## config.mk

```make
export PLATFORM = sky130hd
export DESIGN_NAME = opr_unit
export DESIGN_NICKNAME = d
export VERILOG_FILES = /design/src/pdp8_isa_pkg.sv /design/src/opr_bus_pkg.sv /design/src/opr_decode.sv /design/src/opr_execute.sv /design/src/opr_queue.sv /design/src/opr_unit.sv
export VERILOG_INCLUDE_DIRS = /design/src
export SDC_FILE = /design/constraint.sdc
export NUM_CORES = 1
export LEC_CHECK = 0
export ABC_AREA = 0
export BUFFER_PORTS_ARGS = -buffer_cell sky130_fd_sc_hd__buf_2
export CAP_MARGIN = 20
export CORE_ASPECT_RATIO = 1.25
export CORE_MARGIN = 4
export CORE_UTILIZATION = 30
export CTS_CLUSTER_SIZE = 24
export DETAILED_ROUTE_END_ITERATION = 7
export SLEW_MARGIN = 30
export SYNTH_ARGS = -nofsm -noshare
export SYNTH_HDL_FRONTEND = slang
export SYNTH_HIERARCHICAL = 1
export SYNTH_SLANG_ARGS = --single-unit
```

## constraint.sdc

```tcl
create_clock -name clk -period 7.55 [get_ports clk]
set_clock_uncertainty 0.05 [all_clocks]
set_input_delay 0.3775 -clock clk [delete_from_list [all_inputs] [get_ports clk]]
set_output_delay 0.3775 -clock clk [all_outputs]
set_load 0.02 [all_outputs]
```

## src/opr_settings.svh

```systemverilog
// operate unit settings for sizing the operation queue.
`ifndef OPR_SETTINGS_SVH
`define OPR_SETTINGS_SVH

// entries in the operation queue, a power of two.
`define OPR_QUEUE_DEPTH 8

// queue pointer width, log2 of the depth.
`define OPR_QUEUE_AW 3

`endif

```

## src/pdp8_isa_pkg.sv

```systemverilog
// pdp-8 machine word and the two operate instruction formats.
package pdp8_isa_pkg;

    typedef logic [11:0] word_t;

    // opcode 7 marks an operate instruction.
    localparam logic [2:0] OP_OPR = 3'o7;

    // group 1 operate, group bit clear.
    typedef struct packed {
        logic [2:0] opcode;
        logic       grp;
        logic       cla;
        logic       cll;
        logic       cma;
        logic       cml;
        logic       rar;
        logic       ral;
        logic       rtw;
        logic       iac;
    } opr_g1_t;

    // group 2 operate, group bit set and last bit clear.
    typedef struct packed {
        logic [2:0] opcode;
        logic       grp;
        logic       cla;
        logic       sma;
        logic       sza;
        logic       snl;
        logic       rev;
        logic       osr;
        logic       hlt;
        logic       g3;
    } opr_g2_t;

    // same bits seen through either operate layout.
    typedef union packed {
        word_t   word;
        opr_g1_t g1;
        opr_g2_t g2;
    } instr_u;

endpackage

```

## src/opr_bus_pkg.sv

```systemverilog
// operate unit transfer types between decoder, queue and executor.
package opr_bus_pkg;

    import pdp8_isa_pkg::*;

    // accepted operate word plus the switch register at strobe time.
    typedef struct packed {
        instr_u ins;
        word_t  sr;
    } opr_issue_t;

    // state after one executed word.
    typedef struct packed {
        word_t ac;
        logic  link;
        logic  skip;
        logic  halt;
    } opr_result_t;

endpackage

```

## src/opr_decode.sv

```systemverilog
// operate decoder: filters strobed words and issues operate words with a switch snapshot.
`timescale 1ns/1ps

module opr_decode
    import pdp8_isa_pkg::*, opr_bus_pkg::*;
(
    input  logic       clk,
    input  logic       rst_n,
    input  logic       instr_valid,
    input  instr_u     instr,
    input  word_t      sr,
    output logic       issue_valid,
    output opr_issue_t issue,
    output logic       reject
);

    logic accept;

    // group 3 shares the group bit with group 2, told apart by bit 11.
    assign accept = (instr.g1.opcode == OP_OPR) && !(instr.g2.grp && instr.g2.g3);

    always_ff @(posedge clk)
    begin
        if (!rst_n)
        begin
            issue_valid <= 1'b0;
            reject      <= 1'b0;
        end
        else
        begin
            issue_valid <= instr_valid && accept;
            reject      <= instr_valid && !accept;
        end
    end

    // payload follows the strobe.
    always_ff @(posedge clk)
    begin
        if (instr_valid)
        begin
            issue.ins <= instr;
            issue.sr  <= sr;
        end
    end

endmodule

```

## src/opr_execute.sv

```systemverilog
// operate executor: applies queued operate words to ac and link, with skip and halt.
`timescale 1ns/1ps

module opr_execute
    import pdp8_isa_pkg::*, opr_bus_pkg::*;
(
    input  logic        clk,
    input  logic        rst_n,
    input  opr_issue_t  head,
    input  logic        ready,
    input  logic        cont,
    output logic        pop,
    output logic        result_valid,
    output opr_result_t result,
    output logic        halted
);

    opr_g1_t     g1;
    opr_g2_t     g2;
    logic        is_g2;
    word_t       ac;
    logic        link;
    word_t       a_clr;
    logic        l_clr;
    word_t       a_cmp;
    logic        l_cmp;
    word_t       a_inc;
    logic        carry;
    logic [12:0] lac;
    logic [12:0] rot;
    logic        any_test;
    logic        g2_skip;
    word_t       g2_ac;
    word_t       ac_next;
    logic        link_next;

    assign g1    = head.ins.g1;
    assign g2    = head.ins.g2;
    assign is_g2 = head.ins.g2.grp;
    assign pop   = ready && !halted;

    // group 1 sequence.
    always_comb
    begin
        a_clr          = g1.cla ? '0 : ac;
        l_clr          = g1.cll ? 1'b0 : link;
        a_cmp          = g1.cma ? ~a_clr : a_clr;
        l_cmp          = g1.cml ? ~l_clr : l_clr;
        {carry, a_inc} = {1'b0, a_cmp} + {12'd0, g1.iac};
        lac            = {l_cmp ^ carry, a_inc};
        // link sits above ac bit 11 in the rotate chain.
        case ({g1.rar, g1.ral, g1.rtw})
            3'b100:  rot = {lac[0], lac[12:1]};
            3'b101:  rot = {lac[1:0], lac[12:2]};
            3'b010:  rot = {lac[11:0], lac[12]};
            3'b011:  rot = {lac[10:0], lac[12:11]};
            3'b001:  rot = {lac[12], lac[5:0], lac[11:6]};
            default: rot = lac;
        endcase
    end

    // group 2 skip tests use the old ac and link.
    always_comb
    begin
        any_test = (g2.sma && ac[11]) || (g2.sza && (ac == '0)) || (g2.snl && link);
        g2_skip  = any_test ^ g2.rev;
        g2_ac    = (g2.cla ? '0 : ac) | (g2.osr ? head.sr : '0);
    end

    assign ac_next   = is_g2 ? g2_ac : rot[11:0];
    assign link_next = is_g2 ? link : rot[12];

    always_ff @(posedge clk)
    begin
        if (!rst_n)
        begin
            ac           <= '0;
            link         <= 1'b0;
            result_valid <= 1'b0;
            halted       <= 1'b0;
        end
        else
        begin
            result_valid <= pop;
            if (pop)
            begin
                ac   <= ac_next;
                link <= link_next;
            end
            // cont only matters once halted.
            if (halted)
            begin
                halted <= !cont;
            end
            else
            begin
                halted <= pop && is_g2 && g2.hlt;
            end
        end
    end

    always_ff @(posedge clk)
    begin
        if (pop)
        begin
            result.ac   <= ac_next;
            result.link <= link_next;
            result.skip <= is_g2 && g2_skip;
            result.halt <= is_g2 && g2.hlt;
        end
    end

endmodule

```

## src/opr_queue.sv

```systemverilog
// operation queue: circular FIFO of issued operate words with overflow report.
`timescale 1ns/1ps

`include "opr_settings.svh"

module opr_queue
    import opr_bus_pkg::*;
(
    input  logic       clk,
    input  logic       rst_n,
    input  logic       push,
    input  opr_issue_t din,
    input  logic       pop,
    output opr_issue_t head,
    output logic       ready,
    output logic       overflow
);

    localparam logic [`OPR_QUEUE_AW:0] DEPTH = `OPR_QUEUE_DEPTH;

    opr_issue_t               mem [`OPR_QUEUE_DEPTH];
    logic [`OPR_QUEUE_AW-1:0] wr_ptr;
    logic [`OPR_QUEUE_AW-1:0] rd_ptr;
    logic [`OPR_QUEUE_AW:0]   count;
    logic                     full;
    logic                     do_push;
    logic                     do_pop;

    assign full    = (count == DEPTH);
    assign ready   = (count != '0);
    assign do_push = push && !full;
    assign do_pop  = pop && ready;
    assign head    = mem[rd_ptr];

    always_ff @(posedge clk)
    begin
        if (do_push)
        begin
            mem[wr_ptr] <= din;
        end
    end

    always_ff @(posedge clk)
    begin
        if (!rst_n)
        begin
            wr_ptr   <= '0;
            rd_ptr   <= '0;
            count    <= '0;
            overflow <= 1'b0;
        end
        else
        begin
            if (do_push)
            begin
                wr_ptr <= wr_ptr + 1'b1;
            end
            if (do_pop)
            begin
                rd_ptr <= rd_ptr + 1'b1;
            end
            // push and pop together leave the count alone.
            case ({do_push, do_pop})
                2'b10:   count <= count + 1'b1;
                2'b01:   count <= count - 1'b1;
                default: count <= count;
            endcase
            overflow <= push && full;
        end
    end

endmodule

```

## src/opr_unit.sv

```systemverilog
// operate instruction unit: decoder, queue and executor in a row.
`timescale 1ns/1ps

module opr_unit
    import pdp8_isa_pkg::*, opr_bus_pkg::*;
(
    input  logic        clk,
    input  logic        rst_n,
    input  logic        instr_valid,
    input  instr_u      instr,
    input  word_t       sr,
    input  logic        cont,
    output logic        result_valid,
    output opr_result_t result,
    output logic        reject,
    output logic        overflow,
    output logic        halted
);

    logic       issue_valid;
    opr_issue_t issue;
    opr_issue_t head;
    logic       ready;
    logic       pop;

    opr_decode u_decode (
        .clk         (clk),
        .rst_n       (rst_n),
        .instr_valid (instr_valid),
        .instr       (instr),
        .sr          (sr),
        .issue_valid (issue_valid),
        .issue       (issue),
        .reject      (reject)
    );

    opr_queue u_queue (
        .clk      (clk),
        .rst_n    (rst_n),
        .push     (issue_valid),
        .din      (issue),
        .pop      (pop),
        .head     (head),
        .ready    (ready),
        .overflow (overflow)
    );

    opr_execute u_execute (
        .clk          (clk),
        .rst_n        (rst_n),
        .head         (head),
        .ready        (ready),
        .cont         (cont),
        .pop          (pop),
        .result_valid (result_valid),
        .result       (result),
        .halted       (halted)
    );

endmodule

```

==> impl_metrics.env, run 1 <==
export IMPL_status="completed"
export IMPL_ys_warn_count=6
export IMPL_cts_resized_gates=0
export IMPL_first_iter_violations=354
export IMPL_power_leakage_nw=3.88
export IMPL_fin_nets=783
export IMPL_seqPwrFrac_pct=55.6
export IMPL_htreeDepth=1
export IMPL_finalCritPeriodShare_pct=60.0
export IMPL_finalHoldViolations=0
export IMPL_grt_max_degree=43
export IMPL_power_switching_mw=0.529
export IMPL_critical_path_reg2reg_endpoint="u_execute/result[2]"
export IMPL_die_h_um=215
export IMPL_crit_arrival_ns=4.71
export IMPL_numCtsBuffers=25
export IMPL_grt_total_usage_pct=11.9
export IMPL_core_sq_um=33800
export IMPL_post_route_util_pct=35.3
export IMPL_drv_cap=0
export IMPL_p_comb_share_pct=2.4
export IMPL_grt_overflow_total=0
export IMPL_cts_sinks=235
export IMPL_slowest_delay_ns=0.55
export IMPL_wl_per_cell_um=19.1
export IMPL_root_buffer="clkbuf_16"
export IMPL_tightest_slew_ns=0.838
export IMPL_cts_root_to_sink_buffers=3
export IMPL_hpwl_mm=14.2
export IMPL_swShare_pct=20.2
export IMPL_fmax_ghz=0.221
export IMPL_postCtsSetupBuffers=0
export IMPL_power_internal_mw=2.09
export IMPL_vdd_drop_max_uv=161
export IMPL_r2r_cells=13
export IMPL_clock_latency_ns=0.53
export IMPL_p_clk_share_pct=42.0
export IMPL_grt_pass1_vias=6164
export IMPL_globalplace_congestion=0.881
export IMPL_floorplan_initialDensity_pct=30.5
export IMPL_clk_pin_slew_worst_paths_ns=0.06
export IMPL_grt_pass1_wl_mm=35.4
export IMPL_final_min_clock_period_ns=4.53
export IMPL_setup_worst_path_start_class="flip-flop"
export IMPL_hold_path_depth=1
export IMPL_ioPinCount=47
export IMPL_slowest_stage="mux4_2"
export IMPL_whs_ns=0.0213
export IMPL_cts_hold_buffers=20
export IMPL_slew_limit_headroom_pct=44.0
export IMPL_synth_nets=719
export IMPL_die_w_um=174
export IMPL_hold_class="input port to flip-flop"
export IMPL_p_total_mw=2.62
export IMPL_worstSetupEndpointType="flip-flop"
export IMPL_critPathRequiredTime_ns=7.73
export IMPL_grt_antenna_before_repair=0
export IMPL_vias_per_cell=5.06
export IMPL_drt_wl_total_mm=22.7
export IMPL_port_buffers=46
export IMPL_netlist_instances=683
export IMPL_detail_route_antenna_nets=0
export IMPL_cp_cell_sequence="buf_4, mux4_2, mux2_2, nand2b_1, xnor2_1, ha_1, ha_1, o211ai_1, a221oi_1, xnor2_1, o221ai_1, a31oi_1, a21oi_1"
export IMPL_antenna_cells=0
export IMPL_drive_above_1_share_pct=22.8
export IMPL_fin_setup_tns_ns=0
export IMPL_pwr_density_cell_nw_per_um2=220
export IMPL_dr_pass1_iters=5
export IMPL_cts_tree="done"
export IMPL_min_to="u_decode/issue[20]"
export IMPL_worst_path_max_fanout=26
export IMPL_mappedNetlistArea_sq_um=10300
export IMPL_num_rows=75
export IMPL_slew_viol_final=0
export IMPL_hold_start="instr[8]"
export IMPL_vias=6016
export IMPL_ff2ff_setup_slack_ns=3.02
export IMPL_dieArea_sq_um=37400
export IMPL_drc_errors=0
export IMPL_setup_viol=0
export IMPL_path_class="flip-flop to flip-flop"
export IMPL_synth_area_per_cell_sq_um=15.1
export IMPL_rsz0062_at_grt="false"
export IMPL_syn2layout_area_growth_pct=15.7
==> worst max-delay path, delay by kind of cell (launching register included) <==
family	cells	cell delay (ns)
compound gates	5	0.97
simple gates	1	0.26
xor+xnor	2	0.59
mux	2	1.00
buf+inv	1	0.40
flops	1	0.31
fa+ha+maj	2	0.66
==> area by class of cell <==
class	count	area (sq um)
fillers	3231	21900
flip-flops and latches	235	6750
multi-input cells	403	3390
clock buffers	39	688
well taps	423	529
repair buffers	76	505
clock inverters	7	45.0
inverters	6	22.5
==> per-stage QoR <==
step	cell area, sq um	setup WS, ns	cells
5_1_grt	11900	2.68	1189
2_1_floorplan	10300	3.54	683
3_3_place_gp	11000	3.08	1123
3_5_place_dp	11000	3.06	1123
4_1_cts	11900	3.03	1189
6_report	11900	3.02	1189
==> state kept, by name (all words and copies together), names as in the netlist, 3 cells and up, named ones only <==
name,count
u_queue/count,4
u_queue/rd_ptr,3
u_decode/issue,21
u_execute/result,15
u_queue/wr_ptr,3
u_execute/ac,12
u_queue/mem,168
==> worst max-delay path by stage <==
stage | start | end | slack, ns
2_1_floorplan | flip-flop | u_execute/result[12] | 3.54
3_3_place_gp | flip-flop | u_execute/result[3] | 3.08
3_5_place_dp | flip-flop | u_execute/result[2] | 3.06
4_1_cts | flip-flop | u_execute/result[2] | 3.03
5_1_grt | flip-flop | u_execute/result[14] | 2.68
6_report | flip-flop | u_execute/result[2] | 3.02
==> power groups by stage <==
| stage | Combinational [mW] | Clock [mW] | Sequential [mW] |
|---|---|---|---|
| 2_1_floorplan | 0.0334 | 0 | 1.47 |
| 3_3_place_gp | 0.0565 | 0 | 1.48 |
| 3_5_place_dp | 0.0566 | 0 | 1.48 |
| 5_1_grt | 0.0708 | 1.19 | 1.46 |
| 4_1_cts | 0.0646 | 1.14 | 1.46 |
| 6_report | 0.0641 | 1.10 | 1.46 |
==> metal layers <==
| metal | part of all wire (%) | global-route usage (%) | up-vias |
|---|---|---|---|
| met1 | 43 | 15.2 | 3011 |
| li1 | - | - | 2805 |
| met2 | 49 | 20.3 | 152 |
| met4 | 3.1 | 4.15 | 0 |
| met5 | 0 | 0 | - |
| met3 | 4.8 | 2.09 | 48 |
==> cell usage in the layout, fill, tap and decap left out, types with 6 or more instances in the layout <==
cell type      instances
edfxtp_1             204
nand2_1               56
buf_2                 46
mux4_2                42
dfxtp_1               29
o21ai_0               28
clkbuf_16             25
nor2_1                25
mux2_2                24
a21oi_1               23
dlygate4sd3_1         20
xnor2_1               20
nand2b_1              19
clkbuf_1              13
nand3_1               13
and2_1                12
o221ai_1              11
a31oi_1               11
buf_4                 10
nor2b_1               10
nor3_1                 9
o22ai_1                8
ha_1                   8
xor2_1                 7
inv_1                  6
a221oi_1               6
o31ai_1                6
(Power assumes the default switching activity.)
==> run 2, diff against run 1 <==
--- a/config.mk
+++ b/config.mk
@@ -6,7 +6,7 @@
 export SDC_FILE = /design/constraint.sdc
 export NUM_CORES = 1
 export LEC_CHECK = 0
-export ABC_AREA = 0
+export ABC_AREA = 1
 export BUFFER_PORTS_ARGS = -buffer_cell sky130_fd_sc_hd__buf_2
 export CAP_MARGIN = 20
 export CORE_ASPECT_RATIO = 1.25
==> constraint.sdc (replaced) <==
create_clock -name clk -period 4.4 [get_ports clk]
set_clock_uncertainty 0.05 [all_clocks]
set_input_delay 0.22 -clock clk [delete_from_list [all_inputs] [get_ports clk]]
set_output_delay 0.22 -clock clk [all_outputs]
set_load 0.02 [all_outputs]
==> impl_metrics.env, run 2 <==
export IMPL_status="completed"
export IMPL_r2r_cells=20
export IMPL_worst_slack_ns=0.762
export IMPL_globalplace_congestion=0.903
export IMPL_worst_path_max_fanout=49
export IMPL_grt_pass1_vias=7674
export IMPL_crit_arrival_ns=3.86
export IMPL_vdd_drop_max_uv=266
export IMPL_synth_nets=1121
export IMPL_drive_above_1_share_pct=15.0
export IMPL_crit_path_frequent_cell="nand2_1"
export IMPL_largest_reg_flops=168
export IMPL_postCtsSetupBuffers=0
export IMPL_floorplan_initialDensity_pct=30.3
export IMPL_antenna_cells=0
export IMPL_p_total_mw=7.06
export IMPL_finalCritPeriodShare_pct=82.7
export IMPL_port_buffers=46
export IMPL_fin_nets=1193
export IMPL_post_route_util_pct=35.4
export IMPL_syn2layout_area_growth_pct=16.7
export IMPL_first_iter_violations=537
export IMPL_critPathRequiredTime_ns=4.62
export IMPL_ioPinCount=47
export IMPL_mostFrequentLayoutCells="nand2_1, edfxtp_1, nor2_1, inv_1, o21ai_0"
export IMPL_cp_depth=20
export IMPL_cts_resized_gates=0
export IMPL_cts_hold_buffers=28
export IMPL_clock_latency_ns=0.54
export IMPL_mappedNetlistArea_sq_um=11000
export IMPL_setup_viol=0
export IMPL_top_register="u_queue/mem"
export IMPL_die_h_um=222
export IMPL_dieArea_sq_um=39700
export IMPL_htreeDepth=1
export IMPL_critical_path_buf_inv_count=4
export IMPL_hold_path_depth=1
export IMPL_worstSetupEndpointType="flip-flop"
export IMPL_fmax_ghz=0.275
export IMPL_numCtsBuffers=25
export IMPL_grt_antenna_before_repair=0
export IMPL_synth_area_per_cell_sq_um=10.1
export IMPL_detail_route_antenna_nets=0
export IMPL_root_buffer="clkbuf_16"
export IMPL_grt_max_degree=50
export IMPL_grt_total_usage_pct=13.2
export IMPL_finalHoldViolations=0
export IMPL_path_delay_family="simple AND/OR/NAND/NOR gates"
export IMPL_slowest_stage="buf_4"
export IMPL_setup_worst_path_start_class="flip-flop"
export IMPL_wl_per_cell_um=15.8
export IMPL_dp_slack_ns=0.819
export IMPL_cts_root_to_sink_buffers=3
export IMPL_grt_overflow_total=0
export IMPL_layout_cells_most_common="nand2_1"
export IMPL_hpwl_mm=16.8
export IMPL_netlist_instances=1085
export IMPL_drv_cap=0
export IMPL_dr_pass1_iters=5
export IMPL_die_w_um=179
export IMPL_pwr_density_cell_nw_per_um2=551
export IMPL_tightest_slew_ns=0.869
export IMPL_drc_errors=0
export IMPL_hold_class="input port to flip-flop"
export IMPL_vias=7732
export IMPL_slowest_delay_ns=0.48
export IMPL_num_rows=78
export IMPL_slew_limit_headroom_pct=41.9
export IMPL_cts_tree="done"
export IMPL_vias_per_cell=4.67
export IMPL_fillerInstances=3568
export IMPL_grt_pass1_wl_mm=42.0
export IMPL_fin_setup_tns_ns=0
export IMPL_path_class="flip-flop to flip-flop"
export IMPL_clk_pin_slew_worst_paths_ns=0.06
export IMPL_whs_ns=0.176
export IMPL_power_leakage_nw=4.96
export IMPL_cp_cell_sequence="buf_4, nor2_1, nor2_1, o21ai_1, o21ai_1, nand2_1, nand2_1, buf_4, inv_6, xor2_1, ha_1, ha_1, inv_1, nand2_1, nand2_1, o211ai_1, nor3_1, o21ai_1, nand2_1, nand2_1"
export IMPL_cts_sinks=235
export IMPL_regArea_sq_um=6750
export IMPL_slew_viol_final=0
export IMPL_largestRegisters="u_queue/mem: 168 flops, u_decode/issue: 21 flops, u_execute/result: 15 flops"
export IMPL_ys_warn_count=6
export IMPL_rsz0062_at_grt="false"
export IMPL_drt_wl_total_mm=26.2
export IMPL_ff2ff_setup_slack_ns=0.76
export IMPL_final_min_clock_period_ns=3.64
export IMPL_core_sq_um=36200
export IMPL_multi_input_area_sq_um=3600
-- run 2: where the power goes --
group	leakage (nW)	internal (mW)	total, mW	switching, mW
Combinational	2.42	0.634	2.03	1.39
Sequential	2.11	2.63	2.78	0.149
Clock	0.429	1.35	2.25	0.899
Total	4.96	4.62	7.06	2.44
-- run 2: final cells by class --
type / count / share of cell area (%)
sequential: 235 / 52.7
multi-input combinational: 717 / 28.1
timing repair buffer: 92 / 5.04
clock buffer: 26 / 4.92
tap: 480 / 4.69
inverter: 86 / 2.58
clock inverter: 20 / 1.95
-- run 2: worst paths after layout --
check                       startpoint                  end
setup reg to reg             flip-flop  u_execute/result[6]
hold / removal             instr_valid   u_decode/issue[16]
setup / recovery             flip-flop  u_execute/result[6]
hold reg to reg   u_decode/issue_valid     u_queue/overflow
-- run 2: per-layer routing --
metal	GRT usage, %	share of wire (%)	vias to the layer above
li1	-	-	3828
met1	17.0	43	3691
met2	22.8	50	170
met3	1.96	4.6	43
met4	4.09	2.3	0
met5	0	0	-
-- run 2: through the flow --
stage	area, sq um	cells
6_report	12800	1656
5_1_grt	12800	1656
4_1_cts	12800	1656
3_5_place_dp	11600	1582
3_3_place_gp	11600	1582
2_1_floorplan	11000	1085
==> run 3, diff against run 2 <==
--- a/config.mk
+++ b/config.mk
@@ -6,7 +6,7 @@
 export SDC_FILE = /design/constraint.sdc
 export NUM_CORES = 1
 export LEC_CHECK = 0
-export ABC_AREA = 1
+export ABC_AREA = 0
 export BUFFER_PORTS_ARGS = -buffer_cell sky130_fd_sc_hd__buf_2
 export CAP_MARGIN = 20
 export CORE_ASPECT_RATIO = 1.25
==> constraint.sdc (replaced) <==
create_clock -name clk -period 3.11 [get_ports clk]
set_clock_uncertainty 0.05 [all_clocks]
set_input_delay 0.1555 -clock clk [delete_from_list [all_inputs] [get_ports clk]]
set_output_delay 0.1555 -clock clk [all_outputs]
set_load 0.02 [all_outputs]
==> impl_metrics.env, run 3 (same netlist as run 1, synthesis figures left out) <==
export IMPL_slew_limit_headroom_pct=61.1
export IMPL_drt_wl_total_mm=24.7
export IMPL_whs_ns=0.0817
export IMPL_vias=6359
export IMPL_path_class="flip-flop to flip-flop"
export IMPL_hold_path_depth=3
export IMPL_antenna_cells=0
export IMPL_clk_pin_slew_worst_paths_ns=0.07
export IMPL_place_inst=1203
export IMPL_grt_overflow_total=0
export IMPL_clock_latency_ns=0.53
export IMPL_top_register="u_queue/mem"
export IMPL_drive_above_1_share_pct=37.8
export IMPL_hpwl_mm=16.1
export IMPL_port_buffers=46
export IMPL_grt_pass1_vias=6758
export IMPL_first_iter_violations=402
export IMPL_fmax_ghz=0.289
export IMPL_largestRegisters="u_queue/mem: 168 flops, u_decode/issue: 21 flops, u_execute/result: 15 flops"
export IMPL_root_buffer="clkbuf_16"
export IMPL_layout_cells_most_common="edfxtp_1"
export IMPL_grt_total_usage_pct=13.0
export IMPL_finalHoldViolations=0
export IMPL_final_min_clock_period_ns=3.46
export IMPL_numCtsBuffers=25
export IMPL_drc_errors=0
export IMPL_setup_viol=26
export IMPL_r2r_cells=14
export IMPL_cts_tree="done"
export IMPL_largest_reg_flops=168
export IMPL_detail_route_antenna_nets=0
export IMPL_globalplace_congestion=0.922
export IMPL_worstSetupEndpointType="flip-flop"
export IMPL_core_sq_um=33800
export IMPL_floorplan_initialDensity_pct=30.5
export IMPL_setup_worst_path_start_class="flip-flop"
export IMPL_rsz0062_at_grt="true"
export IMPL_cts_root_to_sink_buffers=3
export IMPL_pwr_density_cell_nw_per_um2=515
export IMPL_critPathRequiredTime_ns=3.34
export IMPL_tightest_slew_ns=0.583
export IMPL_ioPinCount=47
export IMPL_fin_nets=877
export IMPL_slew_viol_final=0
export IMPL_num_rows=75
export IMPL_fin_cells=1283
export IMPL_finalCritPeriodShare_pct=111
export IMPL_dr_pass1_iters=4
export IMPL_grt_antenna_before_repair=0
export IMPL_die_w_um=174
export IMPL_worst_path_max_fanout=6
export IMPL_syn2layout_area_growth_pct=29.0
export IMPL_grt_pass1_wl_mm=38.7
export IMPL_violations="setup timing"
export IMPL_vdd_drop_max_uv=401
export IMPL_wl_per_cell_um=19.2
export IMPL_cts_sinks=235
export IMPL_power_leakage_nw=4.54
export IMPL_drv_cap=0
export IMPL_mostFrequentLayoutCells="edfxtp_1, buf_4, nand2_1, buf_2, mux4_2"
export IMPL_worst_slack_ns=-0.352
export IMPL_crit_arrival_ns=3.69
export IMPL_vias_per_cell=4.96
export IMPL_dieArea_sq_um=37400
export IMPL_die_h_um=215
export IMPL_grt_max_degree=40
export IMPL_htreeDepth=1
export IMPL_hold_class="input port to flip-flop"
export IMPL_status="finished, violations left"
-- run 3: cell types whose count changed in the layout (fill, tap and decap cells not counted), moves of 18 or more --
cell	change
nand2_1	-195
inv_1	-71
nor2_1	-118
mux2_2	+21
buf_4	+73
nand3_1	-58
mux4_2	+42
nand2b_1	+18
mux2i_1	-19
o22ai_1	-18
nand2_2	-18
o21ai_1	-33
o21ai_0	-47
-- run 3: repair_timing --
action | 4_1_cts | 5_1_grt
endpoints found under the setup margin | 26 | 26
resized for setup | 49 | 20
pin swaps | 30 | 19
endpoints found under the hold margin | 24 | 0
buffers inserted | 5 | 4
hold buffers | 26 | 0
-- run 3: worst paths after layout --
kind	to	start	slack, ns
min	u_execute/link	rst_n	0.08
max	u_execute/result[2]	flip-flop	-0.35
min reg2reg	u_queue/count[3]	u_queue/count[3]	0.43
max reg2reg	u_execute/result[2]	flip-flop	-0.35
-- run 3: metrics by stage --
step / setup TNS, ns / cell area, sq um / power (mW) / utilization (%) / setup WS, ns
2_1_floorplan: -12.76 / 10400 / 3.67 / - / -0.655
3_3_place_gp: -10.48 / 11700 / 3.76 / 34.7 / -0.583
3_5_place_dp: -10.92 / 11700 / 3.77 / 34.7 / -0.564
4_1_cts: -6.19 / 13100 / 6.92 / 38.9 / -0.295
5_1_grt: -9.61 / 13300 / 7.09 / 39.3 / -0.447
6_report: -6.60 / 13300 / 6.84 / 39.3 / -0.352
-- run 3: critical path, stage by stage (launching register included) --
cell and delay, ns:
dfxtp_4 0.38, mux4_2 0.50, mux2_4 0.28, nand2b_4 0.17, xnor2_4 0.21, ha_4 0.21
buf_12 0.11, ha_4 0.13, o211ai_1 0.10, a221oi_2 0.35, xnor2_2 0.20, buf_12 0.15
o221ai_2 0.08, a31oi_1 0.21, a21oi_1 0.07
-- run 3: layer usage --
metal | vias up | wire, um | GRT usage [%]
met2 | 140 | 12800 | 23.6
li1 | 2990 | - | -
met3 | 54 | 996 | 2.13
met5 | - | 0 | 0
met4 | 0 | 839 | 4.52
met1 | 3175 | 10100 | 15.7
-- run 3: layout make-up --
| class | count | area [sq um] |
|---|---|---|
| Sequential cell | 235 | 6750 |
| Clock buffer | 32 | 652 |
| Inverter | 6 | 22.5 |
| Fill cell | 3119 | 20500 |
| Clock inverter | 14 | 210 |
| Tap cell | 423 | 529 |
| Timing Repair Buffer | 170 | 1290 |
| Multi-Input combinational cell | 403 | 3840 |
-- run 3: power breakdown --
part | switching (mW) | leakage, nW | internal (mW) | total [mW]
clock network | 1.19 | 0.419 | 1.91 | 3.10
registers | 0.0546 | 2.10 | 3.48 | 3.53
logic | 0.106 | 2.02 | 0.105 | 0.211
